**src/rtl/haar_pkg.sv**
```systemverilog
package haar_pkg;

	localparam int PIXEL_WIDTH = 8; // Unsigned grey level
	localparam int SUM_WIDTH = 12; // Wide enough for a 3 by 3 window of 8-bit pixels

	typedef logic [PIXEL_WIDTH-1:0] pixel_t;
	typedef logic [SUM_WIDTH-1:0] sum_t;

	// Frame progress as seen by the controller
	typedef enum logic [1:0]
	{
		ST_IDLE = 2'd0, // Waiting for the first frame start
		ST_FILL = 2'd1, // Rows above the first full window are still arriving
		ST_STREAM = 2'd2, // Every accepted pixel may close a window
		ST_DONE = 2'd3 // Last pixel seen, waiting for the next frame start
	} frame_state_t;

	localparam int DEF_FRAME_WIDTH = 10;
	localparam int DEF_FRAME_HEIGHT = 10;
	localparam int DEF_WIN_WIDTH = 3;
	localparam int DEF_WIN_HEIGHT = 3;
	localparam int DEF_CREDITS = 4; // Credits granted to the sender after reset

endpackage

```
**src/rtl/window_counter.sv**
```systemverilog
`timescale 1ns/100ps

module window_counter
#(
	parameter int FRAME_WIDTH = haar_pkg::DEF_FRAME_WIDTH,
	parameter int FRAME_HEIGHT = haar_pkg::DEF_FRAME_HEIGHT
)
(
	input logic clk_os,
	input logic i_rst_n,
	input logic i_clear,
	input logic i_advance,
	output logic [$clog2(FRAME_WIDTH)-1:0] o_col,
	output logic [$clog2(FRAME_HEIGHT+1)-1:0] o_row,
	output logic o_last_pixel
);

	localparam int COL_WIDTH = $clog2(FRAME_WIDTH);
	localparam int ROW_WIDTH = $clog2(FRAME_HEIGHT + 1);
	localparam logic [COL_WIDTH-1:0] LAST_COL = COL_WIDTH'(FRAME_WIDTH - 1);
	localparam logic [ROW_WIDTH-1:0] LAST_ROW = ROW_WIDTH'(FRAME_HEIGHT - 1);
	localparam logic [ROW_WIDTH-1:0] END_ROW = ROW_WIDTH'(FRAME_HEIGHT);

	// Position of the next pixel to be accepted
	always_ff @(posedge clk_os)
	begin
		if (!i_rst_n || i_clear)
		begin
			o_col <= '0;
			o_row <= '0;
		end
		else if (i_advance)
		begin
			if (o_col == LAST_COL)
			begin
				o_col <= '0;
				if (o_row != END_ROW) // Row stops one past the frame
				begin
					o_row <= o_row + 1'b1;
				end
			end
			else
			begin
				o_col <= o_col + 1'b1;
			end
		end
	end

	assign o_last_pixel = (o_col == LAST_COL) && (o_row == LAST_ROW);

endmodule

```
**src/rtl/frame_ctrl.sv**
```systemverilog
`timescale 1ns/100ps

module frame_ctrl
#(
	parameter int FRAME_WIDTH = haar_pkg::DEF_FRAME_WIDTH,
	parameter int FRAME_HEIGHT = haar_pkg::DEF_FRAME_HEIGHT,
	parameter int WIN_WIDTH = haar_pkg::DEF_WIN_WIDTH,
	parameter int WIN_HEIGHT = haar_pkg::DEF_WIN_HEIGHT,
	parameter int CREDITS = haar_pkg::DEF_CREDITS
)
(
	input logic clk_os,
	input logic i_rst_n,
	input logic i_frame_start,
	input logic i_pixel_valid,
	input logic [$clog2(FRAME_WIDTH)-1:0] i_col,
	input logic [$clog2(FRAME_HEIGHT+1)-1:0] i_row,
	input logic i_last_pixel,
	output logic o_accept,
	output logic o_clear,
	output logic o_credit,
	output logic o_window_valid,
	output logic o_frame_done
);
	import haar_pkg::*;

	localparam int COL_WIDTH = $clog2(FRAME_WIDTH);
	localparam int ROW_WIDTH = $clog2(FRAME_HEIGHT + 1);
	localparam int CREDIT_CNT_WIDTH = $clog2(CREDITS + 1);
	localparam logic [COL_WIDTH-1:0] FIRST_WIN_COL = COL_WIDTH'(WIN_WIDTH - 1);
	localparam logic [ROW_WIDTH-1:0] FIRST_WIN_ROW = ROW_WIDTH'(WIN_HEIGHT - 1);

	frame_state_t state_q;
	frame_state_t state_next;
	logic [CREDIT_CNT_WIDTH-1:0] init_credits_q;
	logic rows_ready;
	logic win_hit;
	logic last_hit;
	logic [1:0] valid_pipe_q;
	logic [1:0] done_pipe_q;

	assign o_accept = i_pixel_valid && ((state_q == ST_FILL) || (state_q == ST_STREAM));
	assign o_clear = i_frame_start && ((state_q == ST_IDLE) || (state_q == ST_DONE));

	// Enough rows are buffered once streaming, or as soon as the row index gets there
	assign rows_ready = (state_q == ST_STREAM) || (i_row >= FIRST_WIN_ROW);
	assign win_hit = o_accept && rows_ready && (i_col >= FIRST_WIN_COL);
	assign last_hit = o_accept && i_last_pixel;

	always_comb
	begin
		state_next = state_q;
		case (state_q)
			ST_IDLE, ST_DONE:
			begin
				if (i_frame_start)
				begin
					state_next = ST_FILL;
				end
			end
			ST_FILL:
			begin
				if (last_hit) // Only for frames no taller than the window
				begin
					state_next = ST_DONE;
				end
				else if (i_row >= FIRST_WIN_ROW)
				begin
					state_next = ST_STREAM;
				end
			end
			ST_STREAM:
			begin
				if (last_hit)
				begin
					state_next = ST_DONE;
				end
			end
			default:
			begin
				state_next = ST_IDLE;
			end
		endcase
	end

	always_ff @(posedge clk_os)
	begin
		if (!i_rst_n)
		begin
			state_q <= ST_IDLE;
		end
		else
		begin
			state_q <= state_next;
		end
	end

	// A pixel always returns its credit next cycle; the initial grant waits behind it.
	// Pixels sent outside a frame are dropped but still hand their credit back
	always_ff @(posedge clk_os)
	begin
		if (!i_rst_n)
		begin
			init_credits_q <= CREDIT_CNT_WIDTH'(CREDITS);
			o_credit <= 1'b0;
		end
		else
		begin
			o_credit <= i_pixel_valid || (init_credits_q != '0);
			if (!i_pixel_valid && (init_credits_q != '0))
			begin
				init_credits_q <= init_credits_q - 1'b1;
			end
		end
	end

	always_ff @(posedge clk_os)
	begin
		if (!i_rst_n)
		begin
			valid_pipe_q <= '0;
			done_pipe_q <= '0;
		end
		else
		begin
			valid_pipe_q <= {valid_pipe_q[0], win_hit}; // Shift stage then integral stage
			done_pipe_q <= {done_pipe_q[0], last_hit};
		end
	end

	assign o_window_valid = valid_pipe_q[1];
	assign o_frame_done = done_pipe_q[1];

endmodule

```
**src/rtl/integral_row.sv**
```systemverilog
`timescale 1ns/100ps

module integral_row
#(
	parameter int FRAME_WIDTH = haar_pkg::DEF_FRAME_WIDTH,
	parameter int WIN_WIDTH = haar_pkg::DEF_WIN_WIDTH
)
(
	input logic clk_os,
	input logic i_rst_n,
	input logic i_shift,
	input haar_pkg::pixel_t i_pixel,
	input haar_pkg::sum_t [WIN_WIDTH-1:0] i_above_sum,
	output haar_pkg::pixel_t o_pixel_out,
	output logic o_shift_out,
	output haar_pkg::sum_t [WIN_WIDTH-1:0] o_col_sum,
	output haar_pkg::sum_t [WIN_WIDTH-1:0] o_row_integral
);
	import haar_pkg::*;

	pixel_t line_q [FRAME_WIDTH]; // Entry 0 is the newest pixel of this row
	sum_t [WIN_WIDTH-1:0] integral_next;
	sum_t run_sum;

	// One frame row of history, so the tail holds the same column one row back
	always_ff @(posedge clk_os)
	begin
		if (i_shift)
		begin
			line_q[0] <= i_pixel;
			for (int i = 1; i < FRAME_WIDTH; i++)
			begin
				line_q[i] <= line_q[i-1];
			end
		end
	end

	// Read before the shift, so the older row sees its pixel in the same cycle
	assign o_pixel_out = line_q[FRAME_WIDTH-1];
	assign o_shift_out = i_shift; // All rows move on the same accepted pixel

	// Window column 0 is the oldest, which sits deepest among the newest entries
	always_comb
	begin
		for (int c = 0; c < WIN_WIDTH; c++)
		begin
			o_col_sum[c] = i_above_sum[c] + sum_t'(line_q[WIN_WIDTH-1-c]);
		end
	end

	// Running sum over columns turns column sums into integral values
	always_comb
	begin
		run_sum = '0;
		for (int c = 0; c < WIN_WIDTH; c++)
		begin
			run_sum = run_sum + o_col_sum[c];
			integral_next[c] = run_sum;
		end
	end

	always_ff @(posedge clk_os)
	begin
		if (!i_rst_n)
		begin
			o_row_integral <= '0;
		end
		else
		begin
			o_row_integral <= integral_next;
		end
	end

endmodule

```
**src/rtl/integral_window_memory.sv**
```systemverilog
`timescale 1ns/100ps

module integral_window_memory
#(
	parameter int FRAME_WIDTH = haar_pkg::DEF_FRAME_WIDTH,
	parameter int WIN_WIDTH = haar_pkg::DEF_WIN_WIDTH,
	parameter int WIN_HEIGHT = haar_pkg::DEF_WIN_HEIGHT
)
(
	input logic clk_os,
	input logic i_rst_n,
	input logic i_shift,
	input haar_pkg::pixel_t i_pixel,
	output haar_pkg::sum_t [WIN_WIDTH*WIN_HEIGHT-1:0] o_window
);
	import haar_pkg::*;

	// Chain index 0 is the newest frame row, WIN_HEIGHT-1 the oldest
	pixel_t pixel_chain [WIN_HEIGHT+1];
	logic [WIN_HEIGHT:0] shift_chain;
	sum_t [WIN_WIDTH-1:0] above_sum [WIN_HEIGHT];
	sum_t [WIN_WIDTH-1:0] col_sum [WIN_HEIGHT];
	sum_t [WIN_WIDTH-1:0] row_integral [WIN_HEIGHT];

	assign pixel_chain[0] = i_pixel;
	assign shift_chain[0] = i_shift;

	generate
		for (genvar k = 0; k < WIN_HEIGHT; k++)
		begin : g_row
			if (k < WIN_HEIGHT - 1)
			begin : g_newer
				assign above_sum[k] = col_sum[k+1]; // Column sums flow from older rows
			end
			else
			begin : g_oldest
				assign above_sum[k] = '0;
			end

			integral_row
			#(
				.FRAME_WIDTH(FRAME_WIDTH),
				.WIN_WIDTH(WIN_WIDTH)
			)
			u_row
			(
				.clk_os(clk_os),
				.i_rst_n(i_rst_n),
				.i_shift(shift_chain[k]),
				.i_pixel(pixel_chain[k]),
				.i_above_sum(above_sum[k]),
				.o_pixel_out(pixel_chain[k+1]),
				.o_shift_out(shift_chain[k+1]),
				.o_col_sum(col_sum[k]),
				.o_row_integral(row_integral[k])
			);

			// Window row 0 is the oldest frame row, hence the reversed index
			for (genvar c = 0; c < WIN_WIDTH; c++)
			begin : g_col
				assign o_window[c + WIN_WIDTH*(WIN_HEIGHT-1-k)] = row_integral[k][c];
			end
		end
	endgenerate

endmodule

```
**src/rtl/haar_integral_top.sv**
```systemverilog
`timescale 1ns/100ps

module haar_integral_top
#(
	parameter int FRAME_WIDTH = haar_pkg::DEF_FRAME_WIDTH,
	parameter int FRAME_HEIGHT = haar_pkg::DEF_FRAME_HEIGHT,
	parameter int WIN_WIDTH = haar_pkg::DEF_WIN_WIDTH,
	parameter int WIN_HEIGHT = haar_pkg::DEF_WIN_HEIGHT,
	parameter int CREDITS = haar_pkg::DEF_CREDITS
)
(
	input logic clk_os,
	input logic i_rst_n,
	input logic i_frame_start,
	input logic i_pixel_valid,
	input haar_pkg::pixel_t i_pixel,
	output logic o_credit,
	output haar_pkg::sum_t [WIN_WIDTH*WIN_HEIGHT-1:0] o_window,
	output logic o_window_valid,
	output logic o_frame_done
);

	localparam int COL_WIDTH = $clog2(FRAME_WIDTH);
	localparam int ROW_WIDTH = $clog2(FRAME_HEIGHT + 1);

	logic accept;
	logic clear;
	logic last_pixel;
	logic [COL_WIDTH-1:0] col;
	logic [ROW_WIDTH-1:0] row;

	frame_ctrl
	#(
		.FRAME_WIDTH(FRAME_WIDTH),
		.FRAME_HEIGHT(FRAME_HEIGHT),
		.WIN_WIDTH(WIN_WIDTH),
		.WIN_HEIGHT(WIN_HEIGHT),
		.CREDITS(CREDITS)
	)
	u_frame_ctrl
	(
		.clk_os(clk_os),
		.i_rst_n(i_rst_n),
		.i_frame_start(i_frame_start),
		.i_pixel_valid(i_pixel_valid),
		.i_col(col),
		.i_row(row),
		.i_last_pixel(last_pixel),
		.o_accept(accept),
		.o_clear(clear),
		.o_credit(o_credit),
		.o_window_valid(o_window_valid),
		.o_frame_done(o_frame_done)
	);

	window_counter
	#(
		.FRAME_WIDTH(FRAME_WIDTH),
		.FRAME_HEIGHT(FRAME_HEIGHT)
	)
	u_window_counter
	(
		.clk_os(clk_os),
		.i_rst_n(i_rst_n),
		.i_clear(clear),
		.i_advance(accept),
		.o_col(col),
		.o_row(row),
		.o_last_pixel(last_pixel)
	);

	integral_window_memory
	#(
		.FRAME_WIDTH(FRAME_WIDTH),
		.WIN_WIDTH(WIN_WIDTH),
		.WIN_HEIGHT(WIN_HEIGHT)
	)
	u_window_memory
	(
		.clk_os(clk_os),
		.i_rst_n(i_rst_n),
		.i_shift(accept), // Only pixels inside a frame enter the line buffers
		.i_pixel(i_pixel),
		.o_window(o_window)
	);

endmodule

```
**config.mk**
```make
export PLATFORM = sky130hd
export DESIGN_NAME = haar_integral_top
export DESIGN_NICKNAME = d
export VERILOG_FILES = /design/src/rtl/haar_pkg.sv /design/src/rtl/window_counter.sv /design/src/rtl/frame_ctrl.sv /design/src/rtl/integral_row.sv /design/src/rtl/integral_window_memory.sv /design/src/rtl/haar_integral_top.sv
export SDC_FILE = /design/constraint.sdc
export NUM_CORES = 1
export LEC_CHECK = 0
export ABC_AREA = 1
export BUFFER_PORTS_ARGS = -buffer_cell sky130_fd_sc_hd__buf_2
export CAP_MARGIN = 20
export CELL_PAD_IN_SITES_DETAIL_PLACEMENT = 1
export CELL_PAD_IN_SITES_GLOBAL_PLACEMENT = 1
export CORE_ASPECT_RATIO = 0.9
export CORE_MARGIN = 2
export CORE_UTILIZATION = 50
export CTS_CLUSTER_SIZE = 20
export DETAILED_ROUTE_END_ITERATION = 8
export GPL_TIMING_DRIVEN = 0
export PLACE_DENSITY = 0.95
export SKIP_LAST_GASP = 1
export SLEW_MARGIN = 40
export SYNTH_ARGS = -nofsm -noshare
export SYNTH_HDL_FRONTEND = slang
export SYNTH_SLANG_ARGS = --single-unit
```
**constraint.sdc**
```tcl
create_clock -name clk_os -period 10.1 [get_ports clk_os]
set_input_delay 0.505 -clock clk_os [delete_from_list [all_inputs] [get_ports clk_os]]
set_output_delay 0.505 -clock clk_os [all_outputs]
set_load 0.05 [all_outputs]
```
# == Yosys cells after proc, flatten, opt, wreduce, memory -nomap -nowiden ==
# Memory sizes are Yosys's and may differ from the RTL's.
# Index checks and enable logic that the tools add are counted.
# op_classes
reduce_logical,19
add_sub_neg,15
muxes,8
order_cmp,2
eq_ne,9
# op_table
operator,n
adder 9 x 8 -> 10 bit,4
adder 8 x 8 -> 9 bit,4
adder 11 x 10 -> 12 bit,1
adder 10 x 10 -> 11 bit,1
adder 10 x 9 -> 11 bit,1
adder 9 x 9 -> 10 bit,1
adder 4 x 1 -> 4 bit (second input constant),2
equality test 4 bit (second input constant),2
greater-or-equal comparator 4 x 2 -> 1 bit (second input constant),2
two-way mux 2 bit,4
logical AND 1 bit,7
case mux 2 bit (3 select lines),1
AND reduction 3 bit,2
logical OR 1 bit,5
equality test 2 bit (second input constant),2
two-way mux 4 bit,1
inequality test 4 bit (second input constant),1
inequality test 3 x 2 -> 1 bit (second input constant),1
nonzero test 3 bit,1
subtractor 3 x 1 -> 3 bit (second input constant),1
equality test 2 x 1 -> 1 bit (second input constant),1
logical NOT 1 bit,2
logical NOT 2 bit,1
two-way mux 1 bit,2
3 further kinds,3
# word_totals
ram_bits,240
memories,3
register_bits,126
input_bits,12
# memory_table
name,words,word_bits,rd,rd_ports_with_merged_regs,write_ports,line,rtl
u_window_memory.g_row[0].u_row.line_q,10,8,10,0,10,integral_row.sv:21,pixel_t line_q [FRAME_WIDTH];
u_window_memory.g_row[1].u_row.line_q,10,8,10,0,10,integral_row.sv:21,
u_window_memory.g_row[2].u_row.line_q,10,8,9,0,10,integral_row.sv:21,

# == Longest topological paths before layout ==
# Gate-level depths: netlist of run 1.
# depth
ltp_word,6
depth_mapped,35
depth_no_buf,35

# == Cells and area by module ==
# From an unflattened synthesis of run 1, not the netlist that was laid out.
# hier_totals
cells_unflattened,1811
hier_area_um2,18318.8
# by_module_without_submodules
module,area_per_inst_um2,cells_each,n_inst,seq_area_each_um2
integral_row (u_window_memory.g_row[0].u_row),5795.6,564,1,3123.0
integral_row (u_window_memory.g_row[1].u_row),5791.8,563,1,3123.0
integral_row (u_window_memory.g_row[2].u_row),5784.3,557,1,3123.0
frame_ctrl,486.7,63,1,200.2
window_counter,456.7,63,1,160.2
integral_window_memory,3.8,1,1,0.0

# == Worst setup path after synthesis of run 1 ==
# No wires, ideal clock.
# synth_path
kind,reg2reg
start,mem u_window_memory.g_row[2].u_row.line_q[2][0] (netlist name)
end,reg u_window_memory.g_row[0].u_row.o_row_integral[33] (netlist name)
setup_slack_ns,5.083
setup_ns,0.064
arrival_time_ns,4.954
stages_incl_launch_ff,28
required_time_ns,10.036
cell_sequence,edfxtp_1 > ha_1 > fa_1 > nand3_1 > nand3_1 > xor2_1 > inv_1 > ha_1 > a21oi_1 > nand3_1 > nand2_1 > nand2_1 > fa_1 > ha_1 > a21oi_1 > nand2_1 > inv_2 > nand2_1 > xnor2_1 > fa_1 > inv_1 > ha_1 > a21oi_1 > or2_1 > nand3_1 > nand2_1 > nand2_1 > nor2_1
# synth_lines
element,line,rtl
"start, declared",integral_row.sv:21,
"end signal, assigned",integral_row.sv:70,o_row_integral <= integral_next;
"end, declared",integral_row.sv:17,output haar_pkg::sum_t [WIN_WIDTH-1:0] o_row_integral

==> results of run 1 <==
## flip-flops by register name, summed over array words and instances (netlist names)
register,flops
u_frame_ctrl.valid_pipe_q,2
u_window_counter.o_row,4
u_frame_ctrl.init_credits_q,3
u_window_memory.g_row.u_row.o_row_integral,90
u_frame_ctrl.state_q,2
u_frame_ctrl.o_credit,1
u_window_counter.o_col,4
u_frame_ctrl.done_pipe_q,2
u_window_memory.g_row.u_row.line_q,184
## metal layers
| layer | wire [µm] | vias up |
|---|---|---|
| li1 | - | 4490 |
| met1 | 14750 | 4815 |
| met2 | 18540 | 287 |
| met3 | 1656 | 81 |
| met4 | 1342 | 0 |
| met5 | 0 | - |
## placed cells by master (no fill, tap or decap), drive strengths merged, types with 53 or more instances in the layout
cell type,n
nand2,261
clkbuf,53
dfxtp,108
nand3,74
inv,195
edfxtp,184
buf,137
nor2,104
ha,94
a21oi,80
## through the flow
| step | utilization, % | instances |
|---|---|---|
| 2_1_floorplan | - | 1281 |
| 3_3_place_gp | 54.79 | 1732 |
| 3_5_place_dp | 55.62 | 1742 |
| 4_1_cts | 59.26 | 1798 |
| 5_1_grt | 59.26 | 1798 |
| 6_report | 59.27 | 1799 |
## worst max-delay path by stage
stage                                                     start                                           endpoint  slack [ns]
finish              u_window_memory.g_row[2].u_row.line_q[2][2]  u_window_memory.g_row[0].u_row.o_row_integral[33]        3.85
global placement    u_window_memory.g_row[2].u_row.line_q[2][0]  u_window_memory.g_row[0].u_row.o_row_integral[33]        4.33
global route        u_window_memory.g_row[2].u_row.line_q[2][2]  u_window_memory.g_row[0].u_row.o_row_integral[33]        3.45
CTS                 u_window_memory.g_row[2].u_row.line_q[2][2]  u_window_memory.g_row[0].u_row.o_row_integral[33]        3.91
detailed placement  u_window_memory.g_row[2].u_row.line_q[2][2]  u_window_memory.g_row[0].u_row.o_row_integral[33]        4.05
floorplan           u_window_memory.g_row[2].u_row.line_q[2][0]  u_window_memory.g_row[0].u_row.o_row_integral[33]        5.08
## kinds of logic (layout without fill, tap and decap cells)
family | count (synthesis) | after routing
XOR/XNOR | 25 | 25
buffers and inverters | 222 | 391
adder cells (fa/ha/maj) | 120 | 120
flip-flops | 292 | 292
other | 1 | 19
AO/OA/AOI/OAI | 116 | 116
AND/OR/NAND/NOR | 488 | 488
## layout make-up
type,instances,area share (%)
Antenna cell,1,0.01620
Buffer,28,1.166
Clock buffer,49,5.912
Clock inverter,7,0.2268
Inverter,194,4.714
Multi-Input combinational cell,767,30.67
Sequential cell,292,49.76
Tap cell,348,2.818
Timing Repair Buffer,113,4.714
## critical path, delay by kind of cell (launching register included)
kind	cells	cell delay [ns]
flip-flops	1	0.45
buffers and inverters	5	0.41
AO/OA/AOI/OAI	3	0.79
XOR/XNOR	3	0.93
AND/OR/NAND/NOR	11	1.14
adder cells (fa/ha/maj)	6	2.47
==> results.md, run 1 <==
- CTS tree: yes
- Vias/cell: 5.377
- Post-Route WL: 36.29 mm
- DP HPWL: 27.39 mm
- Setup_tns: 0 ns
- Clk sinks: 292
- Synth unique cells: 41
- Global-route wire length before repair: 56.58 mm
- Die Wd: 175.7 µm
- Post-synth top area share: 41.65%
- Fillers: 2878
- Layout cell share with drive strength beyond 1: 13.72%
- Dpl cell area: 0.01450 mm²
- Worst-path fanout max: 5
- Largest area contributor in the netlist: edfxtp_1
- CTS Root Cell: clkbuf_16
- I/O pin total: 123
- Hold Crit Class: in -> reg
- Syn. warnings: 0
- H-tree Lvls: 1
- Total track usage: 26.62%
- Synth async-reset ratio: 0%
- CP Launch Type: register
- Post-synthesis cell area: 0.01327 mm²
- Minimum clock period: 6.249 ns
- WHS Endpoint: u_window_memory.g_row[0].u_row.line_q[0][5]
- Post-Synth Simple-Gate Area: 15.84%
- RSZ-0062 raised after global routing: no
- Crit path required time: 10.59 ns
- Clk_skew: 0.01728 ns
- Max-cap violations: 0
- Min setup slack post-route: 3.851 ns
- Cts bufs inserted: 30
- Post-synthesis instance total: 1264
- Routability cong.: 0.9315
- Worst r2r dst: u_window_memory.g_row[0].u_row.o_row_integral[33]
- M1 GR Usage: 32.16%
- Hold slack: 0.1203 ns
- Core Region: 0.02607 mm²
- Critical path arrival: 6.74 ns
- # rows: 56
- Most used DFF post-synth: edfxtp_1
- Most frequent CP cell: nand2_1
- Initial DRT Pass Iterations: 5
- Final Hold Viols: 0
- Area growth from synthesis to final layout: 16.45%
- XOR/XNOR Fraction of Synth Area: 1.707%
- Hold Crit Start: i_pixel[5]
- Clock Path Buffers: 3
- Final Setup Violations: 0
- Mux contribution to synthesized area: 0%
- Port Buffers: 103
- Reg2reg start: u_window_memory.g_row[2].u_row.line_q[2][2]
- Post-synth EDFFs: 184
- Adder-cell share of the synthesized area: 12.79%
- Clk slew on worst S/H paths: 0.07 ns
- Multi-input gate area: 0.004738 mm²
- Post-CTS Setup Bufs: 0
- Grt ovf: 0
- Register Area: 0.007687 mm²
- Drt drc: 0
- Pre-CTS WS: 4.055 ns
- Worst Hold Depth: 1
- DRT iter0 DRCs: 628
- Synth area leaders: edfxtp_1, dfxtp_1, ha_1, nand2_1, inv_1
- Nets: 1558
- Die Area: 0.02785 mm²
- Max Freq: 0.1600 GHz
- DRT antenna net count: 0
- Main combinational cell family by area after synthesis: simple AND/OR/NAND/NOR gates
- Mapped Avg Cell Area: 10.50 µm²
- Endpoint type of the worst setup path: register
- Synth cell count leaders: nand2_1, inv_1, edfxtp_1
- WL/cell: 20.17 µm
- Met3 usage: 3.247%
- Register-to-register setup slack: 3.85 ns
- Die Y-Extent: 158.5 µm
- Slowest stage delay, CP: 0.56 ns
- Synth Register Bits: 292
- GRT busiest layer: met2
- Seq/Total Area, Yosys: 57.95%
- Compound-gate portion of the synthesized area: 4.876%
- Worst-Margin Slew: 0.7895 ns
- Initial antenna violation count: 0
- Largest net degree at the start of global routing: 24
- Design area: 0.01545 mm²
- Post-CTS Hold Buffers: 0
- Initial core utilization: 50.90%
- Clk_lat worst skew: 0.56 ns
- Met2 Use GR: 48.95%
- R2R cell count: 28
- Status: completed
- Number of global-route vias before repair: 10390
- Most instantiated library cell after synthesis: nand2_1
- Crit share post-route: 61.88%
- Crit path kind: reg -> reg
- Relative slew slack: 47.37%
- Resized Gates After CTS: 0
- Vias post-DR: 9673
- Crit-path slowest cell: fa_1
- Pins Over Slew Limit: 0
Power of run 1 is left out: the tool's default activity adds up to more than one toggle a clock period on the data nets, which glitch-free logic cannot reach.
==> inputs of run 2 (changes only) <==
--- a/config.mk
+++ b/config.mk
@@ -12,11 +12,11 @@
 export CELL_PAD_IN_SITES_GLOBAL_PLACEMENT = 1
 export CORE_ASPECT_RATIO = 0.9
 export CORE_MARGIN = 2
-export CORE_UTILIZATION = 50
+export CORE_UTILIZATION = 47
 export CTS_CLUSTER_SIZE = 20
 export DETAILED_ROUTE_END_ITERATION = 8
 export GPL_TIMING_DRIVEN = 0
-export PLACE_DENSITY = 0.95
+export PLACE_DENSITY = 0.91
 export SKIP_LAST_GASP = 1
 export SLEW_MARGIN = 40
 export SYNTH_ARGS = -nofsm -noshare
==> constraint.sdc (replaced) <==
create_clock -name clk_os -period 5.8 [get_ports clk_os]
set_input_delay 0.29 -clock clk_os [delete_from_list [all_inputs] [get_ports clk_os]]
set_output_delay 0.29 -clock clk_os [all_outputs]
set_load 0.05 [all_outputs]
==> run 2 against run 1 <==
Effect of this change: cell count is 1.4% higher; setup slack got worse by 3.6 ns; die area is 6.2% higher; fmax up 13%; clock skew decreased by 0.0033 ns; wire length rose by 1.9%; non-clock buffer count rose by 14; via count fell by 0.61%; critical endpoint is now u_window_memory.g_row[0].u_row.o_row_integral[31].
==> results.md, run 2 (synthesis gave the netlist of run 1 again) <==
- Clk_lat worst skew: 0.56 ns (about the same)
- Final Setup Violations: 0 (unchanged)
- WL/cell: 20.27 µm (+0.50%)
- Die Area: 0.02959 mm² (+6.2%)
- Pins Over Slew Limit: 0 (unchanged)
- Largest register by flop count: u_window_memory.g_row.u_row.line_q
- Number of global-route vias before repair: 10370 (-0.12%)
- Cts bufs inserted: 30 (unchanged)
- Hold Crit Class: in -> reg
- I/O pin total: 123 (unchanged)
- ANT cells: 0 (-1)
- DRT antenna net count: 0 (unchanged)
- Core Region: 0.02787 mm² (+6.9%)
- Global-route wire length before repair: 56.48 mm (-0.17%)
- Largest regs: u_window_memory.g_row.u_row.line_q: 184 flops, u_window_memory.g_row.u_row.o_row_integral: 90 flops
- Final std cells w/o fill: 1824 (+1.4%)
- Cells after DPL: 1754 (+0.69%)
- Reg2reg start: u_window_memory.g_row[2].u_row.line_q[2][0]
- H-tree Lvls: 1 (unchanged)
- Area growth from synthesis to final layout: 19.42%
- Most frequent cells in the layout: nand2_1, inv_1, edfxtp_1
- Initial core utilization: 47.61% (-3.3 points)
- Worst-Margin Slew: 0.8951 ns (+0.1056 ns)
- Nets: 1572 (+0.90%)
- Initial antenna violation count: 0 (unchanged)
- Core Util, Final: 56.85% (-2.4 points)
- Critical path arrival: 5.99 ns (-0.75 ns)
- Relative slew slack: 40.33% (-7.0 points)
- Layout cell share with drive strength beyond 1: 16.60% (+2.9 points)
- CTS tree: yes
- # rows: 58 (+3.6%)
- Total track usage: 25.03% (-1.6 points)
- Status: completed
- Clk sinks: 292 (unchanged)
- Drt drc: 0 (unchanged)
- Clk_skew: 0.01399 ns (-0.003288 ns)
- DRT iter0 DRCs: 611 (-2.7%)
- Final Hold Viols: 0 (unchanged)
- CP Launch Type: register
- Crit share post-route: 95.15% (+33 points)
- Crit path required time: 6.28 ns (-4.31 ns)
- Min setup slack post-route: 0.2812 ns (-3.569 ns)
- Number of flip-flops in the largest register: 184 (unchanged)
- GRT busiest layer: met2
- Max-cap violations: 0 (unchanged)
- Die Wd: 181.1 µm (+3.1%)
- Largest net degree at the start of global routing: 23 (-4.2%)
- CTS Root Cell: clkbuf_16
- Endpoint type of the worst setup path: register
- Routability cong.: 0.8533 (-8.4%)
- M1 GR Usage: 29.64% (-2.5 points)
- Clock Path Buffers: 3 (unchanged)
- Worst r2r dst: u_window_memory.g_row[0].u_row.o_row_integral[31]
- Port Buffers: 103 (unchanged)
- Post-Route WL: 36.98 mm (+1.9%)
- Worst setup path endpoint: u_window_memory.g_row[0].u_row.o_row_integral[31]
- DP HPWL: 26.78 mm (-2.2%)
- Max Freq: 0.1812 GHz (+13%)
- Minimum clock period: 5.519 ns (-0.7307 ns)
- Vias/cell: 5.271 (-2.0%)
- Setup_tns: 0 ns (unchanged)
- Grt ovf: 0 (unchanged)
- Met3 usage: 3.969% (+0.72 points)
- Commonest non-fill, non-tap cell in the layout: nand2_1
- Register-to-register setup slack: 0.28 ns (-3.57 ns)
- Critical Path Source: u_window_memory.g_row[2].u_row.line_q[2][0]
- Clk slew on worst S/H paths: 0.06 ns (about the same)
- Vias post-DR: 9614 (-0.61%)
- Worst-path fanout max: 7 (+2)
- Crit path kind: reg -> reg
- Initial DRT Pass Iterations: 5 (unchanged)
- Pre-CTS WS: -0.1466 ns (-4.201 ns)
- R2R cell count: 27 (-3.6%)
- Met2 Use GR: 46.29% (-2.7 points)
- Die Y-Extent: 163.4 µm (+3.1%)
- Fillers: 3036 (+5.5%)
## run 2: worst min-delay path by stage
| stage | from | slack, ns | to | depth (start not counted) |
|---|---|---|---|---|
| after floorplan | i_pixel[0] | 0.39 | u_window_memory.g_row[0].u_row.line_q[0][0] | 0 |
| after global placement | u_window_memory.g_row[0].u_row.line_q[9][1] | 0.40 | u_window_memory.g_row[1].u_row.line_q[0][1] | 0 |
| after detailed placement | u_window_memory.g_row[1].u_row.line_q[9][2] | 0.41 | u_window_memory.g_row[2].u_row.line_q[0][2] | 0 |
| after CTS | i_frame_start | 0.1 | u_window_counter.o_row[1] | 4 |
| after global routing | i_frame_start | 0.13 | u_window_counter.o_row[1] | 4 |
| final | i_frame_start | 0.12 | u_window_counter.o_row[1] | 4 |
## run 2: layout make-up
type | count | area (µm²) | area share, %
timing repair buffer | 127 | 853.3 | 5.386
clock inverter | 14 | 156.4 | 0.9872
buffer | 28 | 178.9 | 1.129
clock buffer | 42 | 899.6 | 5.678
sequential | 292 | 7687 | 48.52
inverter | 194 | 728.2 | 4.596
tap | 360 | 450.4 | 2.843
multi-input combinational | 767 | 4888 | 30.86
## run 2: metrics by stage
step                instance area, µm²  hold WS, ns
floorplan                        13330       0.3889
global placement                 14300       0.4012
detailed placement               14510       0.4059
CTS                              15700      0.09817
global route                     15840       0.1346
finish                           15840       0.1237
## run 2: critical path, stage by stage (launching register included)
cell,delay [ns]
edfxtp_1,0.41
ha_2,0.22
fa_2,0.36
nand2_1,0.08
inv_1,0.06
nor2_2,0.21
ha_1,0.37
nand2_1,0.16
nand3_1,0.17
xnor2_1,0.36
fa_1,0.49
inv_1,0.08
ha_1,0.31
nand2_1,0.13
nand2_1,0.05
nand2_1,0.06
nand2_1,0.08
inv_2,0.05
nand2_1,0.08
xnor2_1,0.19
fa_1,0.56
inv_1,0.07
ha_4,0.29
nand2_1,0.08
or2_1,0.25
nand3_1,0.07
nand2_1,0.05
a21oi_1,0.14
## run 2: what timing repair did
action / CTS / global route
setup buffers: 1 / 5
endpoints found under the hold margin: 8 / 0
endpoints found under the setup margin: 6 / 6
resized for setup: 6 / 28
hold buffers: 8 / 0
pin swaps: 1 / 2
## run 2: layer usage
| metal | wire (µm) | part of all wire (%) |
|---|---|---|
| met5 | 0 | 0 |
| met4 | 1302 | 3.5 |
| met3 | 1781 | 4.8 |
| met2 | 18970 | 51 |
| met1 | 14930 | 40 |
Power of run 2 is left out for the same reason.
==> inputs of run 3 (changes only) <==
--- a/config.mk
+++ b/config.mk
@@ -15,7 +15,6 @@
 export CORE_UTILIZATION = 47
 export CTS_CLUSTER_SIZE = 20
 export DETAILED_ROUTE_END_ITERATION = 8
-export GPL_TIMING_DRIVEN = 0
 export PLACE_DENSITY = 0.91
 export SKIP_LAST_GASP = 1
 export SLEW_MARGIN = 40
==> run 3 against run 2 <==
Effect of this change: clock skew grew 0.0014 ns; non-clock buffer count fell by 31; design area shrank 1.9%; worst hold slack worse by 0.080 ns; die area unchanged; critical endpoint is now u_window_memory.g_row[0].u_row.o_row_integral[33]; largest cell class unchanged; register-to-register slack hardly changed; highest routed layer unchanged; sequential share of layout area is 0.92 points higher; global-route usage down 1.2 points.
==> results.md, run 3 (synthesis gave the netlist of run 1 again) <==
- Max-cap violations: 0 (unchanged)
- Initial antenna violation count: 1 (+1)
- Crit path required time: 6.25 ns (-0.03 ns)
- Largest net degree at the start of global routing: 107 (+370%)
- Die Area: 0.02959 mm² (unchanged)
- Critical path arrival: 5.96 ns (-0.03 ns)
- Pins Over Slew Limit: 0 (unchanged)
- Slowest stage delay, CP: 0.56 ns (about the same)
- Setup_tns: 0 ns (unchanged)
- CP Launch Type: register
- Crit-path slowest cell: fa_1
- CTS Root Cell: clkbuf_16
- DRT iter0 DRCs: 575 (-5.9%)
- Commonest non-fill, non-tap cell in the layout: nand2_1
- Die Wd: 181.1 µm (unchanged)
- Max Freq: 0.1815 GHz (+0.16%)
- Final Setup Violations: 0 (unchanged)
- DRT antenna net count: 0 (unchanged)
- Port Buffers: 104 (+0.97%)
- Vias/cell: 5.294 (+0.45%)
- Minimum clock period: 5.510 ns (-0.008736 ns)
- WL/cell: 19.66 µm (-3.0%)
- CTS tree: yes
- DP HPWL: 24.75 mm (-7.6%)
- Crit share post-route: 95.00% (-0.15 points)
- I/O pin total: 123 (unchanged)
- Die Y-Extent: 163.4 µm (unchanged)
- Hold Crit Class: in -> reg
- Initial DRT Pass Iterations: 5 (unchanged)
- Relative slew slack: 45.59% (+5.3 points)
- Total track usage: 23.83% (-1.2 points)
- Number of global-route vias before repair: 10260 (-1.1%)
- Clk sinks: 292 (unchanged)
- Core Util, Final: 55.79% (-1.1 points)
- Reg2reg start: u_window_memory.g_row[1].u_row.line_q[2][0]
- Global-route wire length before repair: 54.87 mm (-2.9%)
- Clk_lat worst skew: 0.56 ns (about the same)
- Routability cong.: 0.8977 (+5.2%)
- Vias post-DR: 9498 (-1.2%)
- Worst Hold Depth: 3 (-1)
- # rows: 58 (unchanged)
- Most frequent cells in the layout: nand2_1, inv_1, edfxtp_1
- Worst-Margin Slew: 0.8060 ns (-0.08912 ns)
- Number of flip-flops in the largest register: 184 (unchanged)
- Fillers: 3012 (-0.79%)
- Post-Route WL: 35.28 mm (-4.6%)
- ANT cells: 0 (unchanged)
- Worst-path fanout max: 5 (-2)
- Largest register by flop count: u_window_memory.g_row.u_row.line_q
- Initial core utilization: 47.61% (unchanged)
- Critical Path Source: u_window_memory.g_row[1].u_row.line_q[2][0]
- Clk slew on worst S/H paths: 0.06 ns (about the same)
- Largest regs: u_window_memory.g_row.u_row.line_q: 184 flops, u_window_memory.g_row.u_row.o_row_integral: 90 flops
- H-tree Lvls: 1 (unchanged)
- Layout cell share with drive strength beyond 1: 14.92% (-1.7 points)
- Drt drc: 0 (unchanged)
- Crit path kind: reg -> reg
- Clock Path Buffers: 3 (unchanged)
- Clk_skew: 0.01540 ns (+0.001403 ns)
- Endpoint type of the worst setup path: register
- Nets: 1542 (-1.9%)
- Core Region: 0.02787 mm² (unchanged)
- Final Hold Viols: 0 (unchanged)
- Most frequent CP cell: nand2_1
- R2R cell count: 31 (+15%)
- Cts bufs inserted: 31 (+3.3%)
- Grt ovf: 0 (unchanged)
- Area growth from synthesis to final layout: 17.19%
- Hold Crit Start: i_rst_n
- Status: completed
run 3: cell count changes in the layout (fill, tap and decap cells not counted), moves of 3 or more:
cell | before | now
clkinv_4 | 3 | 0
buf_8 | 5 | 0
buf_16 | 5 | 1
buf_1 | 3 | 0
buf_4 | 24 | 10
clkbuf_1 | 7 | 12
run 3: final timing paths:
path,to,slack (ns)
worst max-delay path,u_window_memory.g_row[0].u_row.o_row_integral[33],0.29
worst min-delay path,u_window_memory.g_row[0].u_row.o_row_integral[1],0.04
worst max register to register,u_window_memory.g_row[0].u_row.o_row_integral[33],0.29
worst min register to register,u_window_memory.g_row[1].u_row.line_q[0][1],0.41
run 3: final cells by class:
cell class                 instances  area, µm²  share of cell area, %
timing repair buffer             124      723.2                  4.652
clock buffer                      52      978.4                  6.293
clock inverter                     5      50.05                 0.3219
tap                              360      450.4                  2.897
sequential                       292       7687                  49.44
multi-input combinational        767       4930                  31.71
inverter                         194      728.2                  4.684
run 3: worst max-delay path, delay by kind of cell, from the launching register on:
kind / cells / cell delay (ns)
AO/OA/AOI/OAI: 1 / 0.08
XOR/XNOR: 2 / 0.41
adder cells (fa/ha/maj): 7 / 2.69
buffers and inverters: 5 / 0.32
flip-flops: 1 / 0.40
AND/OR/NAND/NOR: 16 / 1.52
run 3: routing by layer:
layer	GRT usage (%)	share of wire, %
met3	2.876	4.5
met1	28.40	41
met2	45.09	52
met4	7.206	3.1
met5	0	0
run 3: timing repair:
action                                  in CTS  in global routing
hold buffers                                 8                  0
pin swaps                                    0                  3
gates resized for setup                      2                 34
hold endpoints to repair                     8                  0
buffers inserted                             0                  7
endpoints found under the setup margin       2                  6
run 3: metrics by stage:
| step | cells | setup slack (ns) | hold WS, ns | area, µm² |
|---|---|---|---|---|
| after floorplan | 1281 | 0.7825 | 0.3889 | 13330 |
| after global placement | 1721 | 0.2829 | 0.3997 | 14170 |
| after detailed placement | 1722 | 0.03463 | 0.4056 | 14190 |
| after global routing | 1794 | -0.06259 | 0.06933 | 15550 |
| after CTS | 1787 | -0.01735 | 0.03629 | 15320 |
| final | 1794 | 0.2900 | 0.04366 | 15550 |
Power of run 3 is left out for the same reason.
